--- config.mk ---
export PLATFORM = sky130hd
export DESIGN_NAME = ics32_periph
export DESIGN_NICKNAME = d
export VERILOG_FILES = /design/src/ics32_periph_pkg.sv /design/src/periph_bus_if.sv /design/src/address_decoder.sv /design/src/bus_arbiter.sv /design/src/dsp_multiplier.sv /design/src/flash_ctrl.sv /design/src/gamepad_reader.sv /design/src/ics32_periph.sv
export VERILOG_INCLUDE_DIRS = /design/src /design/src/src
export SDC_FILE = /design/constraint.sdc
export NUM_CORES = 1
export LEC_CHECK = 0
export BUFFER_PORTS_ARGS = -buffer_cell sky130_fd_sc_hd__buf_2
export CORE_MARGIN = 1.5
export CORE_UTILIZATION = 67
export CTS_CLUSTER_SIZE = 8
export DETAILED_ROUTE_END_ITERATION = 7
export PLACE_DENSITY = 0.94
export SYNTH_ARGS = -nofsm -noshare
export SYNTH_HDL_FRONTEND = slang
export SYNTH_SLANG_ARGS = --single-unit
--- constraint.sdc ---
create_clock -name vdp_clk -period 11.1 [get_ports vdp_clk]
set_input_delay 2.22 -clock vdp_clk [delete_from_list [all_inputs] [get_ports vdp_clk]]
set_output_delay 2.22 -clock vdp_clk [all_outputs]
set_load 0.005 [all_outputs]
--- src/ics32_periph_cfg.svh ---
// Peripheral configuration
// Bus widths, region codes and reset values for the peripheral bus slave

`ifndef ICS32_PERIPH_CFG_SVH
`define ICS32_PERIPH_CFG_SVH

// Bus geometry
`define ICS32_ADDR_WIDTH 24
`define ICS32_DATA_WIDTH 32

// Region field is 4 bits starting here
`define ICS32_REGION_LSB 16

`define ICS32_REGION_STATUS 4'd0
`define ICS32_REGION_DSP    4'd1
`define ICS32_REGION_PAD    4'd2
`define ICS32_REGION_FLASH  4'd3

// Red LED on out of reset
`define ICS32_STATUS_RESET 2'b01

`define ICS32_PAD_WIDTH  16
`define ICS32_MULT_WIDTH 16

`endif

--- src/ics32_periph_pkg.sv ---
// Peripheral package
// Shared types for the bus word, region selects and flash pins

`include "ics32_periph_cfg.svh"

package ics32_periph_pkg;

    typedef logic [`ICS32_DATA_WIDTH-1:0] bus_word_t;

    // One-hot region select
    typedef struct packed {
        logic status;
        logic dsp;
        logic pad;
        logic flash;
    } periph_sel_t;

    // SPI flash pin set driven towards the flash
    typedef struct packed {
        logic       clk;
        logic       csn;
        logic [3:0] data_out;
        logic [3:0] data_oe;
    } flash_pins_t;

endpackage

--- src/periph_bus_if.sv ---
// Decoded peripheral request
// One registered request from the address decoder to the responders and arbiter

interface periph_bus_if;

    ics32_periph_pkg::periph_sel_t sel;
    logic                          write;
    logic                          reg_index;
    ics32_periph_pkg::bus_word_t   write_data;
    // High for one cycle per accepted request
    logic                          req;

    modport decoder (
        output sel, write, reg_index, write_data, req
    );

    modport responder (
        input sel, write, reg_index, write_data, req
    );

    modport arbiter (
        input sel, write, reg_index, write_data, req
    );

endinterface
--- src/address_decoder.sv ---
// Address decoder
// Accepts one valid/ready request at a time, decodes its region and
// issues a single-cycle request strobe to the peripherals

`include "ics32_periph_cfg.svh"

module address_decoder (
    input  logic                          vdp_clk,
    input  logic                          vdp_reset,
    input  logic                          bus_valid,
    input  logic [`ICS32_ADDR_WIDTH-1:0]  bus_address,
    input  logic [`ICS32_DATA_WIDTH/8-1:0] bus_wstrb,
    input  logic [`ICS32_DATA_WIDTH-1:0]  bus_write_data,
    input  logic                          bus_ready,
    periph_bus_if.decoder                 bus
);

    logic       busy;
    logic       accept;
    logic [3:0] region;

    // Valid is held until ready, so ignore it while a request is in flight
    assign accept = bus_valid && !busy;
    assign region = bus_address[`ICS32_REGION_LSB +: 4];

    always_ff @(posedge vdp_clk) begin
        if (vdp_reset) begin
            busy    <= 1'b0;
            bus.req <= 1'b0;
        end else begin
            bus.req <= accept;
            if (accept) begin
                busy <= 1'b1;
            end else if (bus_ready) begin
                busy <= 1'b0;
            end
        end
    end

    // Request payload is only meaningful alongside req
    always_ff @(posedge vdp_clk) begin
        if (accept) begin
            bus.sel.status <= (region == `ICS32_REGION_STATUS);
            bus.sel.dsp    <= (region == `ICS32_REGION_DSP);
            bus.sel.pad    <= (region == `ICS32_REGION_PAD);
            bus.sel.flash  <= (region == `ICS32_REGION_FLASH);
            bus.write      <= |bus_wstrb;
            bus.reg_index  <= bus_address[2];
            bus.write_data <= bus_write_data;
        end
    end

endmodule

--- src/bus_arbiter.sv ---
// Bus arbiter
// Owns the LED status register, picks read data from the selected
// peripheral and returns a one-cycle ready

`include "ics32_periph_cfg.svh"

module bus_arbiter (
    input  logic                        vdp_clk,
    input  logic                        vdp_reset,
    periph_bus_if.arbiter               bus,
    input  ics32_periph_pkg::bus_word_t dsp_read_data,
    input  ics32_periph_pkg::bus_word_t pad_read_data,
    input  ics32_periph_pkg::bus_word_t flash_read_data,
    output logic                        bus_ready,
    output ics32_periph_pkg::bus_word_t bus_read_data,
    output logic                        led_r,
    output logic                        led_b
);

    logic [1:0]                  status;
    ics32_periph_pkg::bus_word_t read_mux;

    assign led_r = status[0];
    assign led_b = status[1];

    always_ff @(posedge vdp_clk) begin
        if (vdp_reset) begin
            status <= `ICS32_STATUS_RESET;
        end else if (bus.req && bus.write && bus.sel.status) begin
            status <= bus.write_data[1:0];
        end
    end

    // Status and unmapped regions read as zero, as do writes
    always_comb begin
        read_mux = '0;
        if (!bus.write) begin
            if (bus.sel.dsp) begin
                read_mux = dsp_read_data;
            end else if (bus.sel.pad) begin
                read_mux = pad_read_data;
            end else if (bus.sel.flash) begin
                read_mux = flash_read_data;
            end
        end
    end

    always_ff @(posedge vdp_clk) begin
        if (vdp_reset) begin
            bus_ready <= 1'b0;
        end else begin
            bus_ready <= bus.req;
        end
    end

    always_ff @(posedge vdp_clk) begin
        if (bus.req) begin
            bus_read_data <= read_mux;
        end
    end

endmodule

--- src/dsp_multiplier.sv ---
// Signed multiplier
// Two 16-bit operand registers feeding a registered 32-bit product

`include "ics32_periph_cfg.svh"

module dsp_multiplier (
    input  logic                        vdp_clk,
    periph_bus_if.responder             bus,
    output ics32_periph_pkg::bus_word_t dsp_read_data
);

    logic signed [`ICS32_MULT_WIDTH-1:0] mult_a;
    logic signed [`ICS32_MULT_WIDTH-1:0] mult_b;
    logic                                write_en;

    assign write_en = bus.req && bus.write && bus.sel.dsp;

    // Register index selects the operand
    always_ff @(posedge vdp_clk) begin
        if (write_en && !bus.reg_index) begin
            mult_a <= bus.write_data[`ICS32_MULT_WIDTH-1:0];
        end
        if (write_en && bus.reg_index) begin
            mult_b <= bus.write_data[`ICS32_MULT_WIDTH-1:0];
        end
    end

    // Product is recomputed every cycle
    always_ff @(posedge vdp_clk) begin
        dsp_read_data <= mult_a * mult_b;
    end

endmodule

--- src/flash_ctrl.sv ---
// Flash control
// Software bit-bangs the SPI flash pins through one control register;
// the pins stay idle unless software control is active

module flash_ctrl (
    input  logic                          vdp_clk,
    input  logic                          vdp_reset,
    periph_bus_if.responder               bus,
    input  logic [3:0]                    flash_out,
    output ics32_periph_pkg::flash_pins_t flash_pins,
    output ics32_periph_pkg::bus_word_t   flash_read_data
);

    // Clock low, deselected, nothing driven
    localparam ics32_periph_pkg::flash_pins_t IDLE_PINS = '{
        clk:      1'b0,
        csn:      1'b1,
        data_out: 4'h0,
        data_oe:  4'h0
    };

    ics32_periph_pkg::flash_pins_t sw_pins;
    logic                          active;
    logic                          write_en;

    assign write_en = bus.req && bus.write && bus.sel.flash;

    always_ff @(posedge vdp_clk) begin
        if (vdp_reset) begin
            active <= 1'b0;
        end else if (write_en) begin
            active <= bus.write_data[15];
        end
    end

    always_ff @(posedge vdp_clk) begin
        if (write_en) begin
            sw_pins.data_out <= bus.write_data[3:0];
            sw_pins.data_oe  <= bus.write_data[7:4];
            sw_pins.clk      <= bus.write_data[8];
            sw_pins.csn      <= bus.write_data[9];
        end
    end

    // Pins belong to software only while active
    assign flash_pins = active ? sw_pins : IDLE_PINS;

    // flash_out is expected to come from an IO register
    assign flash_read_data = ics32_periph_pkg::bus_word_t'(flash_out);

endmodule

--- src/gamepad_reader.sv ---
// Gamepad reader
// Latch/clock control register loading the board buttons into a shift
// register, read one bit at a time

`include "ics32_periph_cfg.svh"

module gamepad_reader (
    input  logic                        vdp_clk,
    input  logic                        vdp_reset,
    input  logic                        btn_1,
    input  logic                        btn_2,
    input  logic                        btn_3,
    periph_bus_if.responder             bus,
    output ics32_periph_pkg::bus_word_t pad_read_data
);

    logic [1:0]                  pad_ctrl;
    logic                        pad_clk_r;
    logic                        pad_clk_rise;
    logic [`ICS32_PAD_WIDTH-1:0] pad_state;
    logic [`ICS32_PAD_WIDTH-1:0] latch_value;

    // Bit 0 is latch, bit 1 is pad clock
    always_ff @(posedge vdp_clk) begin
        if (vdp_reset) begin
            pad_ctrl  <= 2'b00;
            pad_clk_r <= 1'b0;
        end else begin
            if (bus.req && bus.write && bus.sel.pad) begin
                pad_ctrl <= bus.write_data[1:0];
            end
            pad_clk_r <= pad_ctrl[1];
        end
    end

    assign pad_clk_rise = pad_ctrl[1] && !pad_clk_r;

    // B, right and left buttons
    always_comb begin
        latch_value    = '0;
        latch_value[0] = btn_2;
        latch_value[6] = btn_3;
        latch_value[7] = btn_1;
    end

    // Shift wins over latch when both are present
    always_ff @(posedge vdp_clk) begin
        if (pad_clk_rise) begin
            pad_state <= {1'b0, pad_state[`ICS32_PAD_WIDTH-1:1]};
        end else if (pad_ctrl[0]) begin
            pad_state <= latch_value;
        end
    end

    assign pad_read_data = ics32_periph_pkg::bus_word_t'(pad_state[0]);

endmodule

--- src/ics32_periph.sv ---
// Peripheral bus slave
// Top level joining the address decoder, status/arbiter, multiplier,
// gamepad reader and flash control

`include "ics32_periph_cfg.svh"

module ics32_periph (
    input  logic                           vdp_clk,
    input  logic                           vdp_reset,
    input  logic                           bus_valid,
    input  logic [`ICS32_ADDR_WIDTH-1:0]   bus_address,
    input  logic [`ICS32_DATA_WIDTH/8-1:0] bus_wstrb,
    input  logic [`ICS32_DATA_WIDTH-1:0]   bus_write_data,
    input  logic                           btn_1,
    input  logic                           btn_2,
    input  logic                           btn_3,
    input  logic [3:0]                     flash_out,
    output logic                           bus_ready,
    output logic [`ICS32_DATA_WIDTH-1:0]   bus_read_data,
    output logic                           led_r,
    output logic                           led_b,
    output logic                           flash_clk,
    output logic                           flash_csn,
    output logic [3:0]                     flash_in,
    output logic [3:0]                     flash_in_en
);

    ics32_periph_pkg::bus_word_t   dsp_read_data;
    ics32_periph_pkg::bus_word_t   pad_read_data;
    ics32_periph_pkg::bus_word_t   flash_read_data;
    ics32_periph_pkg::flash_pins_t flash_pins;

    periph_bus_if periph_bus ();

    address_decoder decoder (
        .vdp_clk        (vdp_clk),
        .vdp_reset      (vdp_reset),
        .bus_valid      (bus_valid),
        .bus_address    (bus_address),
        .bus_wstrb      (bus_wstrb),
        .bus_write_data (bus_write_data),
        .bus_ready      (bus_ready),
        .bus            (periph_bus.decoder)
    );

    bus_arbiter arbiter (
        .vdp_clk         (vdp_clk),
        .vdp_reset       (vdp_reset),
        .bus             (periph_bus.arbiter),
        .dsp_read_data   (dsp_read_data),
        .pad_read_data   (pad_read_data),
        .flash_read_data (flash_read_data),
        .bus_ready       (bus_ready),
        .bus_read_data   (bus_read_data),
        .led_r           (led_r),
        .led_b           (led_b)
    );

    dsp_multiplier dsp (
        .vdp_clk       (vdp_clk),
        .bus           (periph_bus.responder),
        .dsp_read_data (dsp_read_data)
    );

    gamepad_reader pad (
        .vdp_clk       (vdp_clk),
        .vdp_reset     (vdp_reset),
        .btn_1         (btn_1),
        .btn_2         (btn_2),
        .btn_3         (btn_3),
        .bus           (periph_bus.responder),
        .pad_read_data (pad_read_data)
    );

    flash_ctrl flash (
        .vdp_clk         (vdp_clk),
        .vdp_reset       (vdp_reset),
        .bus             (periph_bus.responder),
        .flash_out       (flash_out),
        .flash_pins      (flash_pins),
        .flash_read_data (flash_read_data)
    );

    assign flash_clk   = flash_pins.clk;
    assign flash_csn   = flash_pins.csn;
    assign flash_in    = flash_pins.data_out;
    assign flash_in_en = flash_pins.data_oe;

endmodule

==> results of run 1 <==
-- power by group through the flow --
stage                     combinational [mW]  sequential (mW)  clock (mW)
final                                  0.960            0.677       0.596
after global routing                    1.07            0.682       0.616
after CTS                              0.954            0.676       0.596
after detailed placement               0.930            0.688           0
after global placement                 0.876            0.686           0
after floorplan                        0.738            0.677           0
-- per-stage QoR --
stage               setup slack (ps)  cells  instance area (um2)
floorplan                       4900   1330                14400
global placement                4490   1646                15000
detailed placement              4330   1646                15000
CTS                             4230   1678                15600
global route                    3850   1678                15600
finish                          4120   1678                15600
-- final timing paths --
| kind | from | endpoint | slack [ps] |
|---|---|---|---|
| worst max register to register | dsp.mult_b[1] | dsp.dsp_read_data[31] | 4120 |
| worst min register to register | decoder.bus.write_data[14] | dsp.mult_a[14] | 450 |
| worst min-delay path | decoder.bus.write_data[14] | dsp.mult_a[14] | 450 |
| worst max-delay path | dsp.mult_b[1] | dsp.dsp_read_data[31] | 4120 |
-- state kept, by name, indices dropped and copies added (netlist names) --
signal and count:
arbiter.bus_ready 1, decoder.bus.write_data 16, pad.pad_state 8, decoder.bus.sel 4
dsp.mult_a 16, decoder.busy 1, dsp.dsp_read_data 32, decoder.bus.req 1
flash.active 1, flash.sw_pins 10, dsp.mult_b 16, pad.pad_ctrl 2
pad.pad_clk_r 1, decoder.bus.reg_index 1, arbiter.status 2, arbiter.bus_read_data 32
decoder.bus.write 1
-- worst max-delay path, delay by kind of cell, from the launching register on --
kind	cells	cell delay [ps]
adders and majority gates	7	3820
buffers and inverters	3	290
DFF	1	800
and+or+nand+nor	1	240
xor gates and xnor gates	1	130
AOI/OAI and AO/OA	7	1640
-- cell type report --
class | count | area, um2 | share of cell area, %
tap | 275 | 344 | 2.21
multi-input combinational | 849 | 9170 | 58.8
timing repair buffer | 82 | 418 | 2.68
sequential | 145 | 3950 | 25.3
clock buffer | 17 | 425 | 2.73
inverter | 295 | 1110 | 7.10
clock inverter | 15 | 183 | 1.17
-- cell families (layout without fill, tap and decap cells) --
family                   count (synthesis)  count (layout)
adder cells (fa/ha/maj)                344             344
AND/OR/NAND/NOR                        383             383
multiplexers                             8               8
flip-flops                             145             145
AO/OA/AOI/OAI                           78              78
XOR/XNOR                                36              36
buffers and inverters                  336             409
-- placed cells by master (no fill, tap or decap), drive strengths merged, types with 6 or more instances in the layout --
master / count
inv: 302
fa: 262
and2: 166
nand2: 133
edfxtp: 104
ha: 82
buf: 82
nor2: 45
dfxtp: 41
xnor2: 30
a21oi: 25
clkbuf: 17
o21ai: 13
a21o: 10
nand3: 8
nor2b: 8
a211oi: 7
clkinv: 7
nand2b: 6
xor2: 6
mux2i: 6
-- layer usage --
| metal | share of wire (%) | GRT usage (%) | vias up | routed length [um] |
|---|---|---|---|---|
| met1 | 34 | 38.3 | 4825 | 11400 |
| met5 | 0 | 0 | - | 0 |
| met2 | 50 | 54.8 | 633 | 16800 |
| li1 | - | - | 4144 | - |
| met3 | 9.1 | 7.38 | 237 | 3050 |
| met4 | 7.1 | 21.6 | 0 | 2390 |
==> summary.md, run 1 <==
Routability-driven placement finished with a final weighted congestion of 0.876. After synthesis, the share of cell area in mux cells is 0.574%. In this run the power density over the cells is 143 nW/um2.

The post-synthesis compound-gate area fraction came out at 3.84%. The number of hold buffers added after CTS was 0. The internal cell power was 1.38 mW; the number of nets in the layout was 1,804.

The worst setup path is captured at a flop. The fraction of synthesis flops using an asynchronous set or reset pin was 0%; the initial antenna violation count was 0. After synthesis, the largest area contributor takes up 36.5% of total cell area. The count of flip-flops with a built-in enable after synthesis was 104. In this run, the clock network consumes 26.7% of the power. The clock arrives with 13.0 ps of skew. Post-CTS setup-driven buffer insertion count: 0. The clock tree synthesis step divided the H-tree into 4 levels.

Measured along the x axis, the die boundary spans 149 um. The via count of the first global-routing pass was 11,000. For this design the total switching power over the nets is 0.854 mW. TritonCTS built the clock tree. CTS placed an instance of sky130_fd_sc_hd__clkbuf_16 at the clock tree root. The tool flagged a number of max-cap violations equal to 0. For the pin count of the biggest net entering global routing, the log shows 38.

Ranked by total cell area, the synthesized netlist is headed by sky130_fd_sc_hd__fa_1 (36%), sky130_fd_sc_hd__edfxtp_1 (22%), sky130_fd_sc_hd__inv_1 (7.7%). The dominant combinational cell family by area after synthesis was adder cells. In the final layout, the share of cells above drive strength 1 is 9.19%.

The number of input and output port buffers inserted was 79; the core area was 21,000 um2. In this run, distinct cell masters in the synthesized netlist total 49. The logs give 0 for the count of antenna diodes in the layout and 23,500 um for the HPWL after detailed placement. The largest total area in the synthesized netlist belongs to sky130_fd_sc_hd__fa_1.

Counting the buffers created by CTS gives 17. Setup repair after global routing left no endpoint under its margin. Counting every net in the synthesized netlist gives 1,744. Per report_power, the combinational group accounts for 43.0% of the total. The tightest min-delay check is of the reg -> reg type.

The clock slew at the register clock pins of the worst setup and hold paths is 70 ps, and the post-synthesis sequential area ratio is 27.4%. The run gives 449 ps as the final hold slack. The maximum count of clock buffers along a single path was 2; the maximum VDD drop was 0.118 mV.

The switching part of the total power was 38.3%. Yosys instantiated no cell more often than sky130_fd_sc_hd__inv_1. The data required time of the worst path came out at 11,480 ps.

For this run, the number of Yosys warnings is 0. The die covers 22,300 um2. For the pin with the worst max-slew slack, the measured transition is 1110 ps. The mapped cell area was 14,400 um2; the total of cells resized after clock tree synthesis was 0.

The average footprint of a synthesized cell works out to 10.8 um2. Hold violation count in the final report: 0. After floorplanning, the core was divided into 53 placement rows. Global routing finished with a remaining overflow of 0. Subtracting the final worst setup slack from the clock period gives 6980 ps. Data arrives at the worst endpoint at 7370 ps. Ranked by instance count, the synthesized netlist is headed by sky130_fd_sc_hd__inv_1 (294), sky130_fd_sc_hd__fa_1 (262), sky130_fd_sc_hd__and2_1 (166). For the iteration count of the initial detailed-routing pass, the log shows 6.

The number of slew-limit violations in the final report came out at 0. Setup violations remaining at the end of the flow were counted as 0. After the first detailed-routing iteration, the DRC count stood at 1,019. The run finished with clean final reports. The latest clock arrival within the worst-skew pair is 450 ps, and the overall power of the completed layout is 2.23 mW. Measured along the y axis, the die boundary spans 149 um. The type of the worst setup path is reg -> reg. On the worst path, the slowest cell contributes a delay of 900 ps. The clock drives 145 sinks. Once the floorplan was initialized, standard cells occupied 68.4% of the core. From synthesis to final layout, the design area changed by 8.43%. Summing the areas of all fa, ha and maj instances in the mapped netlist gives 43.6% of the synthesized area. The slowest stage of the critical path belongs to the cell sky130_fd_sc_hd__fa_1. The xor/xnor cell area share of the yosys netlist is 2.19%, and the total number of vias is 9,839. The final sum of negative setup slack is 0 ps. Based on the critical path, the design can be clocked at up to 0.143 GHz. For this run, design rule violations remaining after detail routing come to 0. Sequential share of power: 30.3%.

The signal on the critical path passes through nand2_1 > inv_1 > fa_1 > fa_1 > fa_1 > fa_1 > fa_1 > inv_1 > fa_1 > inv_1 > ha_1 > a21o_1 > a21o_1 > a21oi_2 > o21ai_1 > o41a_1 > a211o_1 > a21oi_2 > xnor2_1. For the number of filler cells placed in the layout, the log shows 1,201. Dividing the final minimum period by the clock period gives 62.9%.

The worst pin sits at a relative slew slack of 25.4%. The worst reg-to-reg path cell count came out at 19. The peak fanout along the critical path was 16; the routed via count divided by cell count was 5.86. The analysis attributes to cell leakage a power of 7.46 nW. Synthesis inferred 145 register bits. The wire length per cell after detailed routing came out at 20.1 um.

In the synthesized netlist, the number of instances is 1,330. The run gives 32.8% as the total global routing track utilization. The cell that appears most often on the critical path is sky130_fd_sc_hd__fa_1. The number of cells on the worst hold path came out at 0. Count of antenna-violating nets left after detailed routing: 0.

Synthesized-area fraction occupied by and/or/nand/nor cells: 13.5%. After detailed routing, the total wire length is 33,700 um. At the end of the flow the core is filled with cells to 74.2%. The run gives 54,500 um as the first-pass GRT wire length. STA classifies the critical path startpoint as a flop.

The most used flip-flop cell after synthesis is sky130_fd_sc_hd__edfxtp_1. For the top-level port count, the log shows 115.
(Power assumes the default switching activity.)
==> run 2, diff against run 1 <==
--- a/config.mk
+++ b/config.mk
@@ -8,10 +8,10 @@
 export LEC_CHECK = 0
 export BUFFER_PORTS_ARGS = -buffer_cell sky130_fd_sc_hd__buf_2
 export CORE_MARGIN = 1.5
-export CORE_UTILIZATION = 67
+export CORE_UTILIZATION = 56
 export CTS_CLUSTER_SIZE = 8
 export DETAILED_ROUTE_END_ITERATION = 7
-export PLACE_DENSITY = 0.94
+export PLACE_DENSITY = 0.84
 export SYNTH_ARGS = -nofsm -noshare
 export SYNTH_HDL_FRONTEND = slang
 export SYNTH_SLANG_ARGS = --single-unit
==> constraint.sdc (replaced) <==
create_clock -name vdp_clk -period 6.4 [get_ports vdp_clk]
set_input_delay 1.28 -clock vdp_clk [delete_from_list [all_inputs] [get_ports vdp_clk]]
set_output_delay 1.28 -clock vdp_clk [all_outputs]
set_load 0.005 [all_outputs]
==> summary.md, run 2 (synthesis gave the netlist of run 1 again) <==
For this run, the top clock speed supported by timing is 0.158 GHz. The detail route stage leaves a number of antenna-violating nets equal to 0. Data on the critical path arrives at its endpoint at 6700 ps. The first global-routing pass estimated 51,900 um of wire. In this run the deepest clock path goes through 2 buffers. The pin count of the biggest net entering global routing is 38, and the clock slew at the register clock pins of the worst setup and hold paths is 80 ps. The final critical path takes up 98.6% of the cycle.

The critical path goes through buf_4 > buf_4 > buf_4 > and2_1 > fa_1 > fa_1 > fa_2 > fa_1 > fa_1 > inv_1 > fa_1 > inv_1 > ha_1 > a21o_1 > a21o_1 > a21oi_2 > o21ai_2 > o41a_1 > a211o_1 > a21oi_2 > xnor2_1. Cells with a size suffix above 1 make up 15.0% of the layout. Clock tree synthesis inserted a total of 17 buffers.

Clock latency on the worst-skew pair, taken at its later pin, is 460 ps. The post-route minimum period was 6310 ps. The run finished with clean final reports.

Overall power consumption after layout is estimated at 3.98 mW. The via count of the first global-routing pass came out at 10,700. In this run the tightest slew margin relative to its limit is 26.9%.

In this run the vertical extent of the chip is 163 um. In this run the standard cell core region covers 25,200 um2. In this run the worst path has a maximum fanout of 9. The slew at the pin closest to its max-slew limit works out to 1090 ps. The root buffer cell chosen for the clock tree is sky130_fd_sc_hd__clkbuf_16. The number of input and output port buffers inserted came out at 79. The first detailed-routing pass took 5 iterations. For the final sum of negative setup slack, the log shows 0 ps. On the final layout, the worst clock skew is 24.8 ps.

The setup violation total in the final timing report is 0. Summed over all layers, the global routing overflow is 0. The number of slew-limit violations in the final report was 0; the maximum VDD drop was 0.185 mV.

In the layout the commonest cells are sky130_fd_sc_hd__inv_1 (294), sky130_fd_sc_hd__fa_1 (259), sky130_fd_sc_hd__and2_1 (166), sky130_fd_sc_hd__nand2_1 (133), sky130_fd_sc_hd__edfxtp_1 (104). After detailed routing, the number of vias per cell comes to 5.44. Across every metal layer, demand over resource in global routing totals 25.8%. The power density over cell area was 243 nW/um2; the number of design rule violations left after detail routing was 0. The H-tree generated during clock tree synthesis spans 4 levels. STA puts the critical path data required time at 6780 ps.

Top-level port count: 115. Cell seen most often among critical-path stages: sky130_fd_sc_hd__fa_1. In this run the worst hold path is classified as reg -> reg. In this run, the number of DRC markers left after iteration 0 of detailed routing was 925. STA classifies the critical path endpoint as a flop. The tools report the count of antenna diodes in the layout as 0. The die is 163 um wide. In the final routed layout, each cell accounts on average for 18.2 um. For this configuration, the core starts out at a cell density of 57.1%.

Library cell contributing the largest single delay on the critical path: sky130_fd_sc_hd__fa_1. The number of hold-repair buffers added at the cts stage was 0; the count of maximum capacitance violations was 0. The number of core rows is 58. The largest registers in the layout are arbiter.bus_read_data: 32 flops, dsp.dsp_read_data: 32 flops.

The library cell used most frequently in the layout, excluding fill and tap cells, is sky130_fd_sc_hd__inv_1. TritonCTS built the clock tree. Clock tree synthesis found a total of 145 sinks.

The worst setup path is launched from a flop. The wire-length estimate of the detail-placed layout is 23,800 um. The largest single stage delay on the critical path is 540 ps.

The final wirelength was 33,000 um; the area of the die was 26,600 um2. The run gives 0 as the initial antenna violation count. The congestion estimate from routability-driven global placement came to 0.971.

The tools report the number of nets in the layout as 1,888. The final route contains 9,883 vias. The static leakage was 7.88 nW. The critical path in this run is classified as reg -> reg. The hold violation count in the final report is 0, and the area growth from synthesis to layout is 13.8%.
[run 2: changes by cell type in the layout (fill, tap and decap cells not counted), sizes merged]
cell	change
buf	+84
[run 2: path summary, 6_finish.rpt]
check,start,endpoint,slack (ps),cells after the start
worst max register to register,dsp.mult_a[9],dsp.dsp_read_data[31],90,21
worst min-delay path,decoder.bus.write_data[13],dsp.mult_b[13],450,0
worst min register to register,decoder.bus.write_data[13],dsp.mult_b[13],450,0
worst max-delay path,dsp.mult_a[9],dsp.dsp_read_data[31],90,21
[run 2: final cells by class]
class                           instances  area [um2]
Multi-Input combinational cell        849        9210
Fill cell                            1776        8830
Sequential cell                       145        3950
Inverter                              295        1110
Timing Repair Buffer                  166        1070
Clock buffer                           17         425
Tap cell                              330         413
Clock inverter                         15         185
[run 2: per-stage QoR]
step	utilization, %	setup WS [ps]	hold WS [ps]	instances	instance area, um2
6_report	64.9	86.7	449	1817	16400
5_1_grt	64.9	-45.1	462	1817	16400
4_1_cts	63.8	68.2	451	1787	16100
3_5_place_dp	61.4	109	435	1755	15500
3_3_place_gp	61.4	141	422	1755	15500
2_1_floorplan	-	196	421	1330	14400
[run 2: power by group]
part	switching, mW	leakage, nW	internal, mW
clock	0.517	0.291	0.530
sequential	0.0330	1.33	1.13
combinational	0.970	6.26	0.796
total	1.52	7.88	2.46
[run 2: worst max-delay path: cells and delay by family (launching register included)]
kind	cells	cell delay, ps
adders and majority gates	7	3320
AOI/OAI and AO/OA	7	1650
buffers and inverters	5	600
DFF	1	380
and+or+nand+nor	1	170
xor gates and xnor gates	1	120
[run 2: metal layers]
metal / track usage (%) / up-vias / routed length (um)
li1: - / 4319 / -
met1: 30.8 / 4856 / 12100
met2: 44.2 / 539 / 16400
met3: 4.32 / 169 / 2610
met4: 14.9 / 0 / 1930
met5: 0 / - / 0
[run 2: what timing repair did]
action                                  in CTS  in global routing
endpoints found under the setup margin       0                  8
resized for setup                            0                 10
buffers inserted                             0                 30
